$ cat src/jpeg_rle_pkg.sv
package jpeg_rle_pkg;

	localparam int COEF_W = 11;	// quantized input coefficient, signed
	localparam int AMP_W  = 12;	// amplitude and dc difference

	// one coefficient word between stages
	typedef struct packed {
		logic                    dc;	// first coefficient of a block
		logic                    last;	// 64th coefficient of a block
		logic [5:0]              pos;	// zig-zag index
		logic signed [AMP_W-1:0] val;
	} coef_word_t;

	// one run/size/amplitude token
	typedef struct packed {
		logic             dc;
		logic [3:0]       rlen;
		logic [3:0]       size;
		logic [AMP_W-1:0] amp;
	} rle_token_t;

	localparam rle_token_t TOK_ZRL = '{dc: 1'b0, rlen: 4'hf, size: 4'h0, amp: '0};
	localparam rle_token_t TOK_EOB = '{dc: 1'b0, rlen: 4'h0, size: 4'h0, amp: '0};

	// bit length of the magnitude, 0 for zero
	function automatic logic [3:0] coef_size(input logic signed [AMP_W-1:0] v);
		logic [AMP_W-1:0] mag;
		logic [3:0]       sz;
		mag = v[AMP_W-1] ? AMP_W'(-v) : AMP_W'(v);
		sz  = 4'd0;
		for (int i = 0; i < AMP_W; i++)
			if (mag[i])
				sz = 4'(i + 1);	// highest set bit wins
		return sz;
	endfunction

	// negative values go out as one's complement in the low size bits
	function automatic logic [AMP_W-1:0] coef_amp(input logic signed [AMP_W-1:0] v);
		logic [3:0]       sz;
		logic [AMP_W-1:0] mask;
		logic [AMP_W-1:0] vm1;
		sz   = coef_size(v);
		mask = (AMP_W'(1) << sz) - AMP_W'(1);
		vm1  = AMP_W'(v - 1);
		return v[AMP_W-1] ? (vm1 & mask) : AMP_W'(v);
	endfunction

endpackage
$ cat src/jpeg_rle_top.sv
`timescale 1ns/1ps

module jpeg_rle_top #(
	parameter int ZRL_DEPTH = 4	// three pending zrls plus the releasing token
) (
	input  logic                                   clk,
	input  logic                                   rst,
	input  logic                                   ena,
	input  logic                                   restart,
	input  logic                                   coef_valid,
	input  logic signed [jpeg_rle_pkg::COEF_W-1:0] coef,
	output logic                                   tok_valid,
	output jpeg_rle_pkg::rle_token_t               tok
);
	import jpeg_rle_pkg::*;

	logic       diff_valid;
	coef_word_t diff;	// dc-differenced coefficient
	logic       rz_valid;
	rle_token_t rz_tok;	// raw tokens, zrls not yet suppressed

	dc_diff_predictor dc_i (
		.clk        (clk),
		.rst        (rst),
		.ena        (ena),
		.restart    (restart),
		.coef_valid (coef_valid),
		.coef       (coef),
		.diff_valid (diff_valid),
		.diff       (diff)
	);

	coeff_run_encoder enc_i (
		.clk        (clk),
		.rst        (rst),
		.ena        (ena),
		.diff_valid (diff_valid),
		.diff       (diff),
		.rz_valid   (rz_valid),
		.rz_tok     (rz_tok)
	);

	zero_run_suppressor #(
		.ZRL_DEPTH (ZRL_DEPTH)
	) rzs_i (
		.clk       (clk),
		.rst       (rst),
		.ena       (ena),
		.rz_valid  (rz_valid),
		.rz_tok    (rz_tok),
		.tok_valid (tok_valid),
		.tok       (tok)
	);

endmodule

$ cat src/zero_run_suppressor.sv
`timescale 1ns/1ps

module zero_run_suppressor #(
	parameter int ZRL_DEPTH = 4
) (
	input  logic                     clk,
	input  logic                     rst,
	input  logic                     ena,
	input  logic                     rz_valid,
	input  jpeg_rle_pkg::rle_token_t rz_tok,
	output logic                     tok_valid,
	output jpeg_rle_pkg::rle_token_t tok
);
	import jpeg_rle_pkg::*;

	localparam int CNT_W = $clog2(ZRL_DEPTH + 1);

	rle_token_t       q [ZRL_DEPTH-1];	// tokens waiting behind the output register
	logic [CNT_W-1:0] q_lvl;
	logic [CNT_W-1:0] held;	// zrls not yet known to be needed
	logic [CNT_W-1:0] held_nxt;
	rle_token_t       comb_q [ZRL_DEPTH];	// queue after this cycle's writes
	logic [CNT_W:0]   comb_lvl;
	logic             in_zrl;
	logic             in_eob;

	assign in_zrl = !rz_tok.dc && (rz_tok.rlen == 4'hf) && (rz_tok.size == 4'h0);
	assign in_eob = !rz_tok.dc && (rz_tok.rlen == 4'h0) && (rz_tok.size == 4'h0);

	always_comb
	begin
		int add;
		add      = 0;
		held_nxt = held;
		comb_lvl = (CNT_W+1)'(q_lvl);
		for (int i = 0; i < ZRL_DEPTH - 1; i++)
			comb_q[i] = q[i];
		comb_q[ZRL_DEPTH-1] = '0;
		if (rz_valid)
		begin
			if (in_zrl)
				held_nxt = held + 1'b1;	// hold until the block's fate is known
			else
			begin
				if (!in_eob)
					add = int'(held);	// eob drops them, anything else releases
				for (int i = 0; i < ZRL_DEPTH; i++)
				begin
					if (i >= int'(q_lvl) && i < int'(q_lvl) + add)
						comb_q[i] = TOK_ZRL;
					else if (i == int'(q_lvl) + add)
						comb_q[i] = rz_tok;
				end
				comb_lvl = (CNT_W+1)'(int'(q_lvl) + add + 1);
				held_nxt = '0;
			end
		end
	end

	always_ff @(posedge clk or negedge rst)
	begin
		if (!rst)
		begin
			tok_valid <= 1'b0;
			q_lvl     <= '0;
			held      <= '0;
		end
		else if (ena)
		begin
			tok_valid <= (comb_lvl != '0);
			q_lvl     <= (comb_lvl != '0) ? CNT_W'(comb_lvl - 1'b1) : '0;	// head leaves
			held      <= held_nxt;
		end
	end

	always_ff @(posedge clk)
	begin
		if (ena)
		begin
			if (comb_lvl != '0)
				tok <= comb_q[0];
			for (int i = 0; i < ZRL_DEPTH - 1; i++)
				q[i] <= comb_q[i + 1];	// shift toward the head
		end
	end

	// zrls come 16 inputs apart, so the queue drains in time
	a_no_overflow: assert property (
		@(posedge clk) disable iff (!rst)
		ena |-> (comb_lvl <= (CNT_W+1)'(ZRL_DEPTH) && held < CNT_W'(ZRL_DEPTH))
	) else $error("held zrl queue overflow");

	// a block never starts with zrls still held from the one before
	a_no_held_at_dc: assert property (
		@(posedge clk) disable iff (!rst)
		(ena && rz_valid && rz_tok.dc) |-> (held == '0)
	) else $error("held zrls met a dc token");

endmodule

$ cat src/coeff_run_encoder.sv
`timescale 1ns/1ps

module coeff_run_encoder (
	input  logic                     clk,
	input  logic                     rst,
	input  logic                     ena,
	input  logic                     diff_valid,
	input  jpeg_rle_pkg::coef_word_t diff,
	output logic                     rz_valid,
	output jpeg_rle_pkg::rle_token_t rz_tok
);
	import jpeg_rle_pkg::*;

	logic [3:0] run;	// zero ACs pending since the last token
	logic [3:0] run_nxt;
	logic       val_zero;
	logic       emit;
	logic [3:0] val_size;
	logic [AMP_W-1:0] val_amp;
	rle_token_t nxt_tok;

	assign val_zero = (diff.val == '0);
	assign val_size = coef_size(diff.val);
	assign val_amp  = coef_amp(diff.val);

	always_comb
	begin
		emit    = 1'b0;
		nxt_tok = TOK_EOB;
		run_nxt = run;
		if (diff.dc)
		begin
			// dc always goes out, even when the difference is zero
			emit         = 1'b1;
			nxt_tok.dc   = 1'b1;
			nxt_tok.rlen = 4'd0;
			nxt_tok.size = val_size;
			nxt_tok.amp  = val_amp;
			run_nxt      = 4'd0;
		end
		else if (!val_zero)
		begin
			emit         = 1'b1;
			nxt_tok.rlen = run;
			nxt_tok.size = val_size;
			nxt_tok.amp  = val_amp;
			run_nxt      = 4'd0;
		end
		else if (diff.last)
		begin
			emit    = 1'b1;	// trailing zeros collapse into eob
			nxt_tok = TOK_EOB;
			run_nxt = 4'd0;
		end
		else if (run == 4'd15)
		begin
			emit    = 1'b1;	// 16th zero of the run
			nxt_tok = TOK_ZRL;
			run_nxt = 4'd0;
		end
		else
		begin
			run_nxt = run + 4'd1;
		end
	end

	always_ff @(posedge clk or negedge rst)
	begin
		if (!rst)
		begin
			run      <= 4'd0;
			rz_valid <= 1'b0;
		end
		else if (ena)
		begin
			rz_valid <= diff_valid & emit;
			if (diff_valid)
				run <= run_nxt;
		end
	end

	always_ff @(posedge clk)
	begin
		if (ena && diff_valid && emit)
			rz_tok <= nxt_tok;
	end

	// every block ends in eob or a nonzero last, so a new dc sees no zeros
	a_dc_clean_run: assert property (
		@(posedge clk) disable iff (!rst)
		(ena && diff_valid && diff.dc) |-> (run == 4'd0)
	) else $error("zero run pending at the start of a block");

endmodule

$ cat src/dc_diff_predictor.sv
`timescale 1ns/1ps

module dc_diff_predictor (
	input  logic                                   clk,
	input  logic                                   rst,
	input  logic                                   ena,
	input  logic                                   restart,
	input  logic                                   coef_valid,
	input  logic signed [jpeg_rle_pkg::COEF_W-1:0] coef,
	output logic                                   diff_valid,
	output jpeg_rle_pkg::coef_word_t               diff
);
	import jpeg_rle_pkg::*;

	logic [5:0]              pos;	// zig-zag position of the next coefficient
	logic signed [COEF_W-1:0] pred;	// dc of the previous block
	logic [5:0]              cur_pos;
	logic signed [COEF_W-1:0] cur_pred;
	logic signed [AMP_W-1:0]  coef_ext;
	logic signed [AMP_W-1:0]  pred_ext;
	logic                    is_dc;

	// a restart in the same cycle as a coefficient acts first
	assign cur_pos  = restart ? 6'd0 : pos;
	assign cur_pred = restart ? '0 : pred;
	assign coef_ext = AMP_W'(coef);	// sign extension
	assign pred_ext = AMP_W'(cur_pred);
	assign is_dc    = (cur_pos == 6'd0);

	always_ff @(posedge clk or negedge rst)
	begin
		if (!rst)
		begin
			pos        <= 6'd0;
			pred       <= '0;
			diff_valid <= 1'b0;
		end
		else if (ena)
		begin
			diff_valid <= coef_valid;
			if (restart)
			begin
				pos  <= 6'd0;
				pred <= '0;
			end
			if (coef_valid)
			begin
				pos <= cur_pos + 6'd1;	// wraps to 0 after position 63
				if (is_dc)
					pred <= coef;
			end
		end
	end

	always_ff @(posedge clk)
	begin
		if (ena && coef_valid)
		begin
			diff.dc   <= is_dc;
			diff.last <= (cur_pos == 6'd63);
			diff.pos  <= cur_pos;
			diff.val  <= is_dc ? (coef_ext - pred_ext) : coef_ext;
		end
	end

	// restart is only legal on a block boundary
	a_restart_between_blocks: assert property (
		@(posedge clk) disable iff (!rst)
		(ena && restart) |-> (pos == 6'd0)
	) else $error("restart arrived in the middle of a block");

endmodule

$ cat config.mk
export PLATFORM = sky130hd
export DESIGN_NAME = jpeg_rle_top
export DESIGN_NICKNAME = d
export VERILOG_FILES = /design/src/jpeg_rle_pkg.sv /design/src/jpeg_rle_top.sv /design/src/zero_run_suppressor.sv /design/src/coeff_run_encoder.sv /design/src/dc_diff_predictor.sv
export SDC_FILE = /design/constraint.sdc
export NUM_CORES = 1
export LEC_CHECK = 0
export BUFFER_PORTS_ARGS = -buffer_cell sky130_fd_sc_hd__buf_2
export CAP_MARGIN = 0
export CELL_PAD_IN_SITES_DETAIL_PLACEMENT = 0
export CELL_PAD_IN_SITES_GLOBAL_PLACEMENT = 1
export CORE_MARGIN = 2
export CORE_UTILIZATION = 53
export CTS_CLUSTER_DIAMETER = 100
export DETAILED_ROUTE_END_ITERATION = 16
export MAX_ROUTING_LAYER = met4
export PLACE_DENSITY_LB_ADDON = 0.2
export SYNTH_ARGS = -nofsm -noshare
export SYNTH_HDL_FRONTEND = slang
export SYNTH_SLANG_ARGS = --single-unit
$ cat constraint.sdc
create_clock -name clk -period 6 [get_ports clk]
set_input_delay 1.8 -clock clk [delete_from_list [all_inputs] [get_ports clk]]
set_output_delay 1.8 -clock clk [all_outputs]
set_load 0.005 [all_outputs]
# Yosys cells after proc, flatten, opt, wreduce, memory -nomap -nowiden
# Memory sizes are Yosys's and may differ from the RTL's.
# Cells that the tools add are included.
word_totals:
  latch_bits: 0
  input_bits: 16
  n_memories: 1
  word_cells: 120
  register_bits: 86
  mem_bits_ro: 0
  output_inout_bits: 22
  ram_bits: 63
op_classes:
  bitwise: 2
  n_mux: 52
  reduce_logical: 21
  shifts: 1
  eq_ne: 6
  n_mul: 0
  n_lt_le_gt_ge: 8
  div: 0
  add_sub_neg: 10
memory_table:
  columns: ["name", "depth", "width", "read_ports", "rd_ports_with_merged_regs", "write_ports", "line", "source"]
  rows:
  - ["rzs_i.q", 3, 21, 3, 0, 3, "zero_run_suppressor.sv:18", "rle_token_t q [ZRL_DEPTH-1];"]
ops:
  columns: ["op", "count"]
  rows:
  - ["2-to-1 mux 21 bit", 9]
  - ["2-to-1 mux 84 bit", 2]
  - ["2-to-1 mux 4 bit", 17]
  - ["equality test 3 x 32 -> 1 bit, first input constant", 2]
  - ["< comparator 3 x 32 -> 1 bit, first input constant", 2]
  - ["2-to-1 mux 32 bit", 2]
  - ["2-to-1 mux 20 bit", 2]
  - ["2-to-1 mux 12 bit", 3]
  - ["2-to-1 mux 11 bit", 3]
  - ["adder 4 x 32 -> 32 bit", 1]
  - ["equality test 2 x 32 -> 1 bit, first input constant", 1]
  - ["zero test 32 bit", 1]
  - ["< comparator 1 x 32 -> 1 bit, first input constant", 1]
  - ["< comparator 2 x 32 -> 1 bit, first input constant", 1]
  - ["subtractor 12 x 2 -> 12 bit, second input constant", 2]
  - ["2-to-1 mux 16 bit", 1]
  - ["bitwise AND 12 bit", 1]
  - ["zero test 12 bit", 1]
  - ["2-to-1 mux 6 bit", 2]
  - ["negation 12 bit", 1]
  - ["<< shifter 1 x 4 -> 12 bit, first input constant", 1]
  - ["subtractor 11 x 11 -> 12 bit", 1]
  - ["logical AND 1 bit", 11]
  - ["2-to-1 mux 3 bit", 3]
  - ["other kinds (16)", 29]

# Depth between registers and ports, before layout
# Gate-level depths: netlist (run 1).
logic_depth:
  ltp_word: 20
  mapped_depth: 18
  ltp_nobuf: 15

# Modules after synthesis
# A second synthesis (run 1) with hierarchy kept.
unflattened:
  hier_cells: 891
  area_unflattened_um2: 8908.5
by_module_without_submodules:
  columns: ["module", "n_inst", "area_per_inst_um2", "seq_area_each_um2", "cells_per_inst"]
  rows:
  - ["zero_run_suppressor", 1, 4451.8, 2697.6, 416]
  - ["coeff_run_encoder", 1, 2301.0, 755.7, 257]
  - ["dc_diff_predictor", 1, 2155.8, 1051.0, 218]

# Least setup slack after synthesis (run 1)
# No wires, ideal clock.
synth_path:
  path_type: "reg-to-reg"
  from: "reg, netlist name dc_i.diff[0]"
  to: "reg, netlist name enc_i.rz_tok[6]"
  setup_slack_ps: 1919
  path_buffers: 2
  synth_period_minus_slack_ps: 4081
  required_time_ps: 5838
  arrival_ps: 3919
  stages_incl_launch_ff: 18
  setup_ps: 162
  path_cell_list: "edfxtp_1 > clkbuf_1 > inv_1 > ha_1 > or4b_1 > clkbuf_1 > or3_1 > a211o_1 > a21o_4 > nor3_2 > o21ai_0 > or2_2 > ha_1 > inv_1 > and3_1 > nor4bb_1 > o31ai_2 > o2111ai_1"

==> results of run 1 <==
worst register-to-register path, cell delays in order, from the launching register on:
cell,delay (ns)
edfxtp_1,0.51
inv_1,0.14
ha_1,0.40
or4b_1,0.61
or3_1,0.39
a211o_1,0.37
a21o_4,0.26
nor3_2,0.32
o21ai_0,0.16
or2_2,0.31
ha_1,0.27
inv_1,0.14
and3_1,0.17
nor4bb_1,0.35
o31ai_2,0.09
o2111ai_1,0.11
power breakdown:
part,total [mW],switching (mW),internal [mW]
Combinational,0.634,0.393,0.241
Sequential,1.39,0.0781,1.31
Clock,1.09,0.402,0.691
Total,3.12,0.873,2.24
layer usage:
metal / up-vias / wire, um
li1: 3102 / -
met1: 2930 / 7720
met2: 178 / 8080
met3: 8 / 844
met4: 0 / 103
met5: - / 0
logic make-up (layout without fill, tap and decap cells):
kind of cell | after synthesis | count (layout) | synth area share, %
AO/OA/AOI/OAI | 200 | 200 | 15.4
XOR/XNOR | 19 | 19 | 2.01
adder cells (fa/ha/maj) | 26 | 26 | 4.11
buffers and inverters | 76 | 101 | 3.67
flip-flops | 149 | 149 | 52.2
multiplexers | 9 | 9 | 1.10
other | 1 | 1 | 0.0453
AND/OR/NAND/NOR | 379 | 379 | 21.4
stage by stage:
step                util (%)  total power [mW]  setup slack, ns
floorplan                  -              1.86             1.92
detailed placement      56.3              2.04             1.34
finish                  60.3              3.12             1.22
CTS                     60.3              3.14             1.31
global route            60.3              3.29            0.934
global placement        56.3              2.02             1.54
cell usage after synthesis, types with 4 or more instances:
library cell  count  area (sq um)
dfrtp_1          30           751
or3_1            11          68.8
nand2b_1         19           119
ha_1             24           300
o21ai_0          42           210
nor3_1           15          75.1
nand3_1          22           110
mux2i_1           8          80.1
a22o_1           15           131
nor2b_1           7          43.8
o211ai_1          6          45.0
and3_1            4          25.0
o21a_1            7          52.6
clkbuf_1         46           173
o31ai_1          10          75.1
edfxtp_1        119          3570
nand2_1         193           724
nand4_1           7          43.8
a31oi_1           5          31.3
a21o_1            8          60.1
and2_1           23           144
xnor2_1          13           114
o22ai_1           4          25.0
nor4_1           11          68.8
inv_1            25          93.8
or2_2             7          43.8
nor2_1           43           161
a21oi_1          74           370
xor2_1            6          52.6
how the worst min path moves through the flow:
stage	startpoint	to	slack (ns)	cells past startpoint
final	rzs_i.tok_valid$_DFFE_PN0P_	rzs_i.tok_valid$_DFFE_PN0P_	0.49	1
after global routing	dc_i.pred[4]$_DFFE_PN0P_	dc_i.pred[4]$_DFFE_PN0P_	0.52	1
after CTS	rzs_i.tok_valid$_DFFE_PN0P_	rzs_i.tok_valid$_DFFE_PN0P_	0.50	1
after detailed placement	rzs_i.tok_valid$_DFFE_PN0P_	rzs_i.tok_valid$_DFFE_PN0P_	0.47	1
after global placement	rzs_i.tok_valid$_DFFE_PN0P_	rzs_i.tok_valid$_DFFE_PN0P_	0.47	1
after floorplan	dc_i.pred[0]$_DFFE_PN0P_	dc_i.pred[0]$_DFFE_PN0P_	0.46	1
sequential cells by signal, summed over array words and instances, names as in the netlist, 3 cells and up:
name,count
dc_i.pred,11
rzs_i.q_lvl,3
rzs_i.tok,21
rzs_i.held,3
enc_i.rz_tok,21
dc_i.pos,6
rzs_i.q,63
dc_i.diff,14
enc_i.run,4
layout make-up:
cell class                 instances  area [sq um]  area share (%)
inverter                          25          93.8            1.02
tap                              211           264            2.87
timing repair buffer              45           245            2.67
sequential                       149          4320            47.0
clock buffer                      18           429            4.66
multi-input combinational        634          3660            39.8
clock inverter                    13           181            1.97
==> impl_metrics.env, run 1 <==
export IMPL_status="finished clean"
export IMPL_drt_iter0_markers=511
export IMPL_grt_total_usage_pct=22.1
export IMPL_numCtsBuffers=17
export IMPL_crit_path_end="enc_i.rz_tok[6]$_DFFE_PP_"
export IMPL_synth_cell_types=66
export IMPL_fin_crit_ns=4.78
export IMPL_final_area_sq_um=9200
export IMPL_syn_avg_cell_area_sq_um=9.64
export IMPL_final_max_slew_viol_count=0
export IMPL_ant_nets=0
export IMPL_relSlewSlack_pct=21.9
export IMPL_die_w_um=129
export IMPL_wl_per_cell_um=15.3
export IMPL_die_h_um=129
export IMPL_start_util_pct=54.3
export IMPL_busiest_layer="met2"
export IMPL_worst_path_stages=15
export IMPL_drtPass1Iterations=5
export IMPL_grt_met1_usage_pct=28.8
export IMPL_start_kind="register"
export IMPL_place_congestion=0.939
export IMPL_reg2reg_depth=15
export IMPL_holdWs_ns=0.491
export IMPL_p_per_area_nw_per_um2=339
export IMPL_dp_cells=1064
export IMPL_antenna_found_initial=0
export IMPL_hold_viol_final=0
export IMPL_synthArstFlopShare_pct=20.1
export IMPL_holdBufCountCts=0
export IMPL_portBuffers=37
export IMPL_clock_fmax_ghz=0.209
export IMPL_grt_pass1_vias=5929
export IMPL_cp_startpoint="dc_i.diff[0]$_DFFE_PP_"
export IMPL_crit_family="simple AND/OR/NAND/NOR gates"
export IMPL_met2_usage_pct=35.0
export IMPL_diodes=0
export IMPL_vias_per_cell=5.68
export IMPL_critPathArrivalTime_ns=5.03
export IMPL_worstMarginPinSlew_ns=1.16
export IMPL_critPathSlowestCell="or4b_1"
export IMPL_grtUsageMet3_pct=4.66
export IMPL_crit_required_ns=6.25
export IMPL_hold_class="register to register"
export IMPL_peakVddDrop_uv=209
export IMPL_worstSetupEndpointType="register"
export IMPL_path_cells="inv_1, ha_1, or4b_1, or3_1, a211o_1, a21o_4, nor3_2, o21ai_0, or2_2, ha_1, inv_1, and3_1, nor4bb_1, o31ai_2, o2111ai_1"
export IMPL_area_delta_synth_final_pct=11.1
export IMPL_postCtsSetupRepairBufs=0
export IMPL_num_rows=45
export IMPL_critPathMaxStageDelay_ns=0.61
export IMPL_finalSetupTns_ns=0
export IMPL_path_buf_inv=2
export IMPL_gr_total_overflow=0
export IMPL_routed_wl_mm=16.7
export IMPL_htree_levels=4
export IMPL_clockBufferDepth=2
export IMPL_core_region_area_sq_um=15300
export IMPL_cts_tree="built"
export IMPL_yosysWarningCount=0
export IMPL_dp_hpwl_mm=11.9
export IMPL_syn_num_nets=901
export IMPL_syn_area_sq_um=8280
export IMPL_fin_skew_ns=0.00713
export IMPL_clk_pin_slew_ns=0.06
export IMPL_synth_edf_count=119
export IMPL_dpl_cell_area_sq_um=8590
export IMPL_cts_root_buf="clkbuf_16"
export IMPL_r2r_end="enc_i.rz_tok[6]$_DFFE_PP_"
export IMPL_grt_max_degree=65
export IMPL_worstPathMaxFanout=13
export IMPL_post_cts_resize_count=0
export IMPL_dr_total_vias=6218
export IMPL_drc_errors=0
export IMPL_synth_seq_area_share_pct=52.2
export IMPL_max_cap_viol_count=0
export IMPL_criticalPathCategory="register to register"
export IMPL_die_area_sq_um=16600
export IMPL_fill_cells=1267
export IMPL_min_period_over_period_pct=79.7
export IMPL_grt_pass1_wl_mm=28.4
export IMPL_layout_cells_non_filler=1095
export IMPL_clock_latency_ns=0.42
export IMPL_layout_common_cells="193 x nand2_1, 119 x edfxtp_1, 74 x a21oi_1, 43 x nor2_1, 41 x o21ai_0"
export IMPL_synth_flop_cell="edfxtp_1"
export IMPL_ys_seq_elements=149
export IMPL_drive_gt1_share_pct=10.3
export IMPL_cts_sinks=149
export IMPL_layout_commonest_cell="nand2_1"
export IMPL_cellLeakagePower_nw=3.66
export IMPL_fin_nets=914
export IMPL_r2r_start="dc_i.diff[0]$_DFFE_PP_"
export IMPL_regToRegSetupSlack_ns=1.22
export IMPL_synth_cells=859
export IMPL_io_pins=38
export IMPL_rsz0062_at_grt="no"
export IMPL_setup_viol_count_final=0
No activity file was read; power rests on OpenSTA's default activity.
==> inputs of run 2 (changes only) <==
--- a/config.mk
+++ b/config.mk
@@ -5,12 +5,13 @@
 export SDC_FILE = /design/constraint.sdc
 export NUM_CORES = 1
 export LEC_CHECK = 0
+export ABC_AREA = 1
 export BUFFER_PORTS_ARGS = -buffer_cell sky130_fd_sc_hd__buf_2
 export CAP_MARGIN = 0
 export CELL_PAD_IN_SITES_DETAIL_PLACEMENT = 0
 export CELL_PAD_IN_SITES_GLOBAL_PLACEMENT = 1
 export CORE_MARGIN = 2
-export CORE_UTILIZATION = 53
+export CORE_UTILIZATION = 43
 export CTS_CLUSTER_DIAMETER = 100
 export DETAILED_ROUTE_END_ITERATION = 16
 export MAX_ROUTING_LAYER = met4
==> constraint.sdc (replaced) <==
create_clock -name clk -period 4.2 [get_ports clk]
set_input_delay 1.26 -clock clk [delete_from_list [all_inputs] [get_ports clk]]
set_output_delay 1.26 -clock clk [all_outputs]
set_load 0.005 [all_outputs]
==> impl_metrics.env, run 2 <==
export IMPL_fin_crit_ns=3.50
export IMPL_top_register="rzs_i.q"
export IMPL_num_rows=49
export IMPL_status="finished clean"
export IMPL_critPathArrivalTime_ns=3.57
export IMPL_core_region_area_sq_um=18000
export IMPL_final_area_sq_um=9020
export IMPL_relSlewSlack_pct=35.1
export IMPL_path_cells="nor4_1, inv_1, nor3_1, nor2_1, ha_1, fa_1, inv_1, nor3_1, xnor2_1, nand2_1, nand2_1, o21ai_1, inv_2"
export IMPL_wl_per_cell_um=13.6
export IMPL_hold_depth=2
export IMPL_die_w_um=140
export IMPL_synthSimpleGateAreaFrac_pct=17.9
export IMPL_holdBufCountCts=0
export IMPL_gr_total_overflow=0
export IMPL_grt_pass1_wl_mm=26.0
export IMPL_fill_cells=1655
export IMPL_min_period_over_period_pct=83.4
export IMPL_reg_top3="rzs_i.q (63), enc_i.rz_tok (21), rzs_i.tok (21)"
export IMPL_cts_sinks=149
export IMPL_dr_total_vias=5757
export IMPL_synth_flop_cell="edfxtp_1"
export IMPL_power_mw=4.92
export IMPL_start_kind="register"
export IMPL_synth_compound_area_share_pct=13.5
export IMPL_clock_fmax_ghz=0.286
export IMPL_numCtsBuffers=17
export IMPL_netlist_area_leader_share_pct=44.9
export IMPL_synth_top_family_by_area="simple AND/OR/NAND/NOR gates"
export IMPL_post_cts_resize_count=0
export IMPL_ys_seq_elements=149
export IMPL_clk_pin_slew_ns=0.06
export IMPL_dp_hpwl_mm=11.3
export IMPL_hold_class="register to register"
export IMPL_reg2reg_depth=13
export IMPL_rsz0062_at_grt="no"
export IMPL_criticalPathCategory="register to register"
export IMPL_synth_top_cells_by_count="145 x nand2_1, 119 x edfxtp_1, 97 x inv_1"
export IMPL_dp_cells=1101
export IMPL_postCtsSetupRepairBufs=0
export IMPL_max_cap_viol_count=0
export IMPL_htree_levels=4
export IMPL_critPathSlowestCell="fa_1"
export IMPL_synth_area_top_cells="edfxtp_1 45%, dfrtp_1 9.4%, nand2_1 6.8%"
export IMPL_synthAdderAreaFrac_pct=4.28
export IMPL_worstPathMaxFanout=23
export IMPL_start_util_pct=44.1
export IMPL_drt_iter0_markers=437
export IMPL_grt_max_degree=64
export IMPL_cts_tree="built"
export IMPL_grt_pass1_vias=5414
export IMPL_dpl_cell_area_sq_um=8340
export IMPL_synth_seq_area_share_pct=54.4
export IMPL_synth_mux_area_share_pct=0
export IMPL_io_pins=38
export IMPL_syn_num_nets=901
export IMPL_crit_required_ns=4.27
export IMPL_die_area_sq_um=19600
export IMPL_layout_commonest_cell="nand2_1"
export IMPL_layout_cells_non_filler=1131
export IMPL_layout_common_cells="145 x nand2_1, 119 x edfxtp_1, 97 x inv_1, 88 x o21ai_0, 75 x nor2_1"
export IMPL_yosysWarningCount=0
export IMPL_synth_cell_types=44
export IMPL_cts_root_buf="clkbuf_16"
export IMPL_final_max_slew_viol_count=0
export IMPL_ant_nets=0
export IMPL_peakVddDrop_uv=304
export IMPL_hold_viol_final=0
export IMPL_fin_nets=933
export IMPL_portBuffers=37
export IMPL_yosysMostFrequentCell="nand2_1"
export IMPL_finalSetupTns_ns=0
export IMPL_p_per_area_nw_per_um2=545
export IMPL_routed_wl_mm=15.4
export IMPL_synth_edf_count=119
export IMPL_synth_xor_area_share_pct=2.85
export IMPL_place_congestion=0.854
export IMPL_netlist_top_cell_by_area="edfxtp_1"
export IMPL_drive_gt1_share_pct=12.9
export IMPL_syn_area_sq_um=7950
export IMPL_largest_reg_flops=63
export IMPL_final_core_util_pct=50.0
export IMPL_antenna_found_initial=0
export IMPL_area_delta_synth_final_pct=13.5
export IMPL_vias_per_cell=5.09
export IMPL_synthArstFlopShare_pct=20.1
export IMPL_drc_errors=0
export IMPL_worstSetupEndpointType="register"
export IMPL_worstMarginPinSlew_ns=0.965
export IMPL_setup_viol_count_final=0
export IMPL_drtPass1Iterations=5
export IMPL_syn_avg_cell_area_sq_um=9.26
export IMPL_die_h_um=140
export IMPL_fin_skew_ns=0.00833
export IMPL_critPathMaxStageDelay_ns=0.57
export IMPL_synth_cells=859
export IMPL_diodes=0
export IMPL_grt_total_usage_pct=16.9
export IMPL_cellLeakagePower_nw=3.86
export IMPL_clockBufferDepth=2
export IMPL_clock_latency_ns=0.42
[run 2: cell count changes in the layout (fill, tap and decap cells not counted), moves of 12 or more]
cell      previous run  this run
nor2_1              43        75
a22o_1              15         0
inv_1               25        97
nand2b_1            19         0
and2_1              23         0
nor3_1              15         3
nand3_1             22        48
nand2_1            193       145
o21ai_0             41        88
[run 2: final timing paths]
kind	start	to	slack, ns
min in group asynchronous	rst	rzs_i.q_lvl[1]$_DFFE_PN0P_	0.87
setup / recovery	enc_i.rz_tok[15]$_DFFE_PP_	rzs_i.tok[5]$_DFFE_PP_	0.70
hold reg to reg	dc_i.pred[0]$_DFFE_PN0P_	dc_i.pred[0]$_DFFE_PN0P_	0.51
max in group asynchronous	rst	enc_i.run[3]$_DFFE_PN0P_	2.89
setup reg to reg	enc_i.rz_tok[15]$_DFFE_PP_	rzs_i.tok[5]$_DFFE_PP_	0.70
hold / removal	dc_i.pred[0]$_DFFE_PN0P_	dc_i.pred[0]$_DFFE_PN0P_	0.51
[run 2: layer usage]
metal | part of all wire (%) | vias up | global-route usage [%]
met1 | 48 | 2619 | 21.9
met3 | 3.1 | 28 | 3.11
met5 | 0 | - | -
met2 | 46 | 113 | 26.1
li1 | - | 2997 | -
met4 | 2.7 | 0 | 7.58
[run 2: cell type report]
cell class / instances / area (sq um) / area share, %
flip-flops and latches: 149 / 4320 / 47.9
multi-input cells: 569 / 3070 / 34.0
clock buffers: 17 / 425 / 4.72
inverters: 109 / 410 / 4.55
well taps: 229 / 287 / 3.18
clock inverters: 13 / 256 / 2.84
repair buffers: 45 / 248 / 2.75
[run 2: cells by family (layout without fill, tap and decap cells)]
| kind of cell | after synthesis | after routing |
|---|---|---|
| adders and majority gates | 26 | 26 |
| DFF | 149 | 149 |
| buffers and inverters | 141 | 184 |
| AOI/OAI and AO/OA | 200 | 200 |
| xor gates and xnor gates | 25 | 25 |
| other | 1 | 1 |
| and+or+nand+nor | 317 | 317 |
[run 2: report_power, final]
part	switching [mW]	internal, mW	leakage (nW)
combinational	0.697	0.395	1.99
clock	0.584	1.17	0.325
sequential	0.112	1.96	1.55
total	1.39	3.52	3.86
[run 2: critical path, delay by kind of cell (launching register included)]
kind / cells / cell delay, ns
xor+xnor: 1 / 0.15
flops: 1 / 0.39
fa+ha+maj: 2 / 0.79
compound gates: 1 / 0.09
buf+inv: 3 / 0.60
simple gates: 6 / 1.11
[run 2: stage by stage]
step / hold slack, ns / setup slack, ns
6_report: 0.513 / 0.699
4_1_cts: 0.517 / 0.633
2_1_floorplan: 0.481 / 0.795
3_3_place_gp: 0.496 / 0.625
3_5_place_dp: 0.504 / 0.519
5_1_grt: 0.554 / 0.399
==> inputs of run 3 (changes only) <==
==> constraint.sdc (replaced) <==
create_clock -name clk -period 3.2 [get_ports clk]
set_input_delay 0.96 -clock clk [delete_from_list [all_inputs] [get_ports clk]]
set_output_delay 0.96 -clock clk [all_outputs]
set_load 0.005 [all_outputs]
==> impl_metrics.env, run 3 (same netlist as run 2, synthesis figures left out) <==
export IMPL_core_region_area_sq_um=18000
export IMPL_critPathMaxStageDelay_ns=0.58
export IMPL_multi_input_area_sq_um=3160
export IMPL_grtUsageMet3_pct=3.38
export IMPL_io_pins=38
export IMPL_path_cells="nor4_2, inv_1, nor3_2, nor2_1, ha_1, fa_2, ha_2, xor2_1, nand2_1, o21ai_1, nand2_1, o21ai_4, inv_8"
export IMPL_clock_latency_ns=0.43
export IMPL_ant_nets=0
export IMPL_rsz0062_at_grt="yes"
export IMPL_fill_cells=1649
export IMPL_drive_gt1_share_pct=18.0
export IMPL_layout_commonest_cell="nand2_1"
export IMPL_worstMarginPinSlew_ns=0.725
export IMPL_peakVddDrop_uv=419
export IMPL_cp_common_cell="nand2_1"
export IMPL_worstSetupEndpointType="register"
export IMPL_fin_nets=967
export IMPL_dp_hpwl_mm=11.8
export IMPL_portBuffers=37
export IMPL_busiest_layer="met2"
export IMPL_crit_required_ns=3.37
export IMPL_met2_usage_pct=29.9
export IMPL_gr_total_overflow=0
export IMPL_fin_skew_ns=0.0146
export IMPL_setup_viol_count_final=0
export IMPL_criticalPathCategory="register to register"
export IMPL_critPathSlowestCell="fa_2"
export IMPL_area_delta_synth_final_pct=17.9
export IMPL_max_cap_viol_count=0
export IMPL_grt_pass1_wl_mm=27.4
export IMPL_wl_per_cell_um=14.1
export IMPL_routed_wl_mm=16.5
export IMPL_place_congestion=0.868
export IMPL_relSlewSlack_pct=51.7
export IMPL_antenna_found_initial=0
export IMPL_grt_pass1_vias=5842
export IMPL_die_h_um=140
export IMPL_dr_total_vias=6062
export IMPL_critPathArrivalTime_ns=3.20
export IMPL_final_core_util_pct=52.0
export IMPL_status="finished clean"
export IMPL_dp_cells=1132
export IMPL_clock_fmax_ghz=0.330
export IMPL_cellLeakagePower_nw=4.01
export IMPL_final_max_slew_viol_count=0
export IMPL_num_rows=49
export IMPL_numCtsBuffers=17
export IMPL_hold_class="register to register"
export IMPL_cts_sinks=149
export IMPL_clockBufferDepth=2
export IMPL_grt_total_usage_pct=17.9
export IMPL_pre_cts_ws_ns=-0.153
export IMPL_fin_ws_ns=0.174
export IMPL_diodes=0
export IMPL_vias_per_cell=5.19
export IMPL_htree_levels=4
export IMPL_clk_pin_slew_ns=0.06
export IMPL_drtPass1Iterations=5
export IMPL_min_period_over_period_pct=94.6
export IMPL_layout_area_seq_sq_um=4320
export IMPL_grt_max_degree=71
export IMPL_hp_start="dc_i.pred[0]$_DFFE_PN0P_"
export IMPL_grt_met1_usage_pct=21.3
export IMPL_reg_top3="rzs_i.q (63), enc_i.rz_tok (21), rzs_i.tok (21)"
export IMPL_start_util_pct=44.1
export IMPL_layout_common_cells="143 x nand2_1, 119 x edfxtp_1, 94 x inv_1, 88 x o21ai_0, 75 x nor2_1"
export IMPL_largest_reg_flops=63
export IMPL_start_kind="register"
export IMPL_cts_root_buf="clkbuf_16"
export IMPL_finalSetupTns_ns=0
export IMPL_hold_viol_final=0
export IMPL_layout_cells_non_filler=1167
export IMPL_top_register="rzs_i.q"
export IMPL_drt_iter0_markers=429
export IMPL_die_area_sq_um=19600
export IMPL_drc_errors=0
export IMPL_die_w_um=140
export IMPL_worstPathMaxFanout=23
export IMPL_cp_startpoint="enc_i.rz_tok[15]$_DFFE_PP_"
export IMPL_p_per_area_nw_per_um2=678
export IMPL_fin_crit_ns=3.03
export IMPL_r2r_start="enc_i.rz_tok[15]$_DFFE_PP_"
export IMPL_holdWs_ns=0.518
export IMPL_cts_tree="built"
run 3: power by group:
group / switching (mW) / internal (mW) / total, mW
logic: 0.992 / 0.680 / 1.67
registers: 0.152 / 2.57 / 2.72
clock network: 0.860 / 1.10 / 1.96
total: 2.00 / 4.35 / 6.36
run 3: timing repair:
| action | CTS | global route |
|---|---|---|
| cloned | 0 | 1 |
| hold buffers | 0 | 0 |
| pin swaps | 0 | 3 |
| setup endpoints to repair | 25 | 105 |
| setup buffers | 0 | 2 |
| gates resized for setup | 4 | 24 |
run 3: path summary, 6_finish.rpt:
path | to | slack [ns] | cells after the start
max | rzs_i.tok[12]$_DFFE_PP_ | 0.17 | 13
min | dc_i.pred[0]$_DFFE_PN0P_ | 0.52 | 2
max reg2reg | rzs_i.tok[12]$_DFFE_PP_ | 0.17 | 13
min reg2reg | dc_i.pred[0]$_DFFE_PN0P_ | 0.52 | 2
max in group asynchronous | enc_i.run[3]$_DFFE_PN0P_ | 2.14 | 1
min in group asynchronous | rzs_i.q_lvl[0]$_DFFE_PN0P_ | 0.59 | 1
run 3: layer usage:
metal	vias up	wire length [um]
li1	3070	-
met5	-	0
met2	123	8260
met4	0	489
met1	2837	7140
met3	32	617
run 3: final cells by class:
cell class                 instances  area share [%]
clock buffer                      17            4.54
sequential                       149            46.1
multi-input combinational        569            33.8
clock inverter                    15            1.71
inverter                         109            4.50
tap                              229            3.06
timing repair buffer              79            6.30
run 3: stage by stage:
step	total power, mW	cell area [sq um]
after floorplan	3.78	7950
after global placement	4.27	8630
after detailed placement	4.34	8630
after CTS	6.32	9240
after global routing	6.74	9370
final	6.36	9370
run 3: critical path: cells and delay by family, from the launching register on:
kind,cells,cell delay (ns)
compound gates,2,0.34
xor+xnor,1,0.15
fa+ha+maj,3,1.00
buf+inv,2,0.21
flops,1,0.40
simple gates,5,0.66
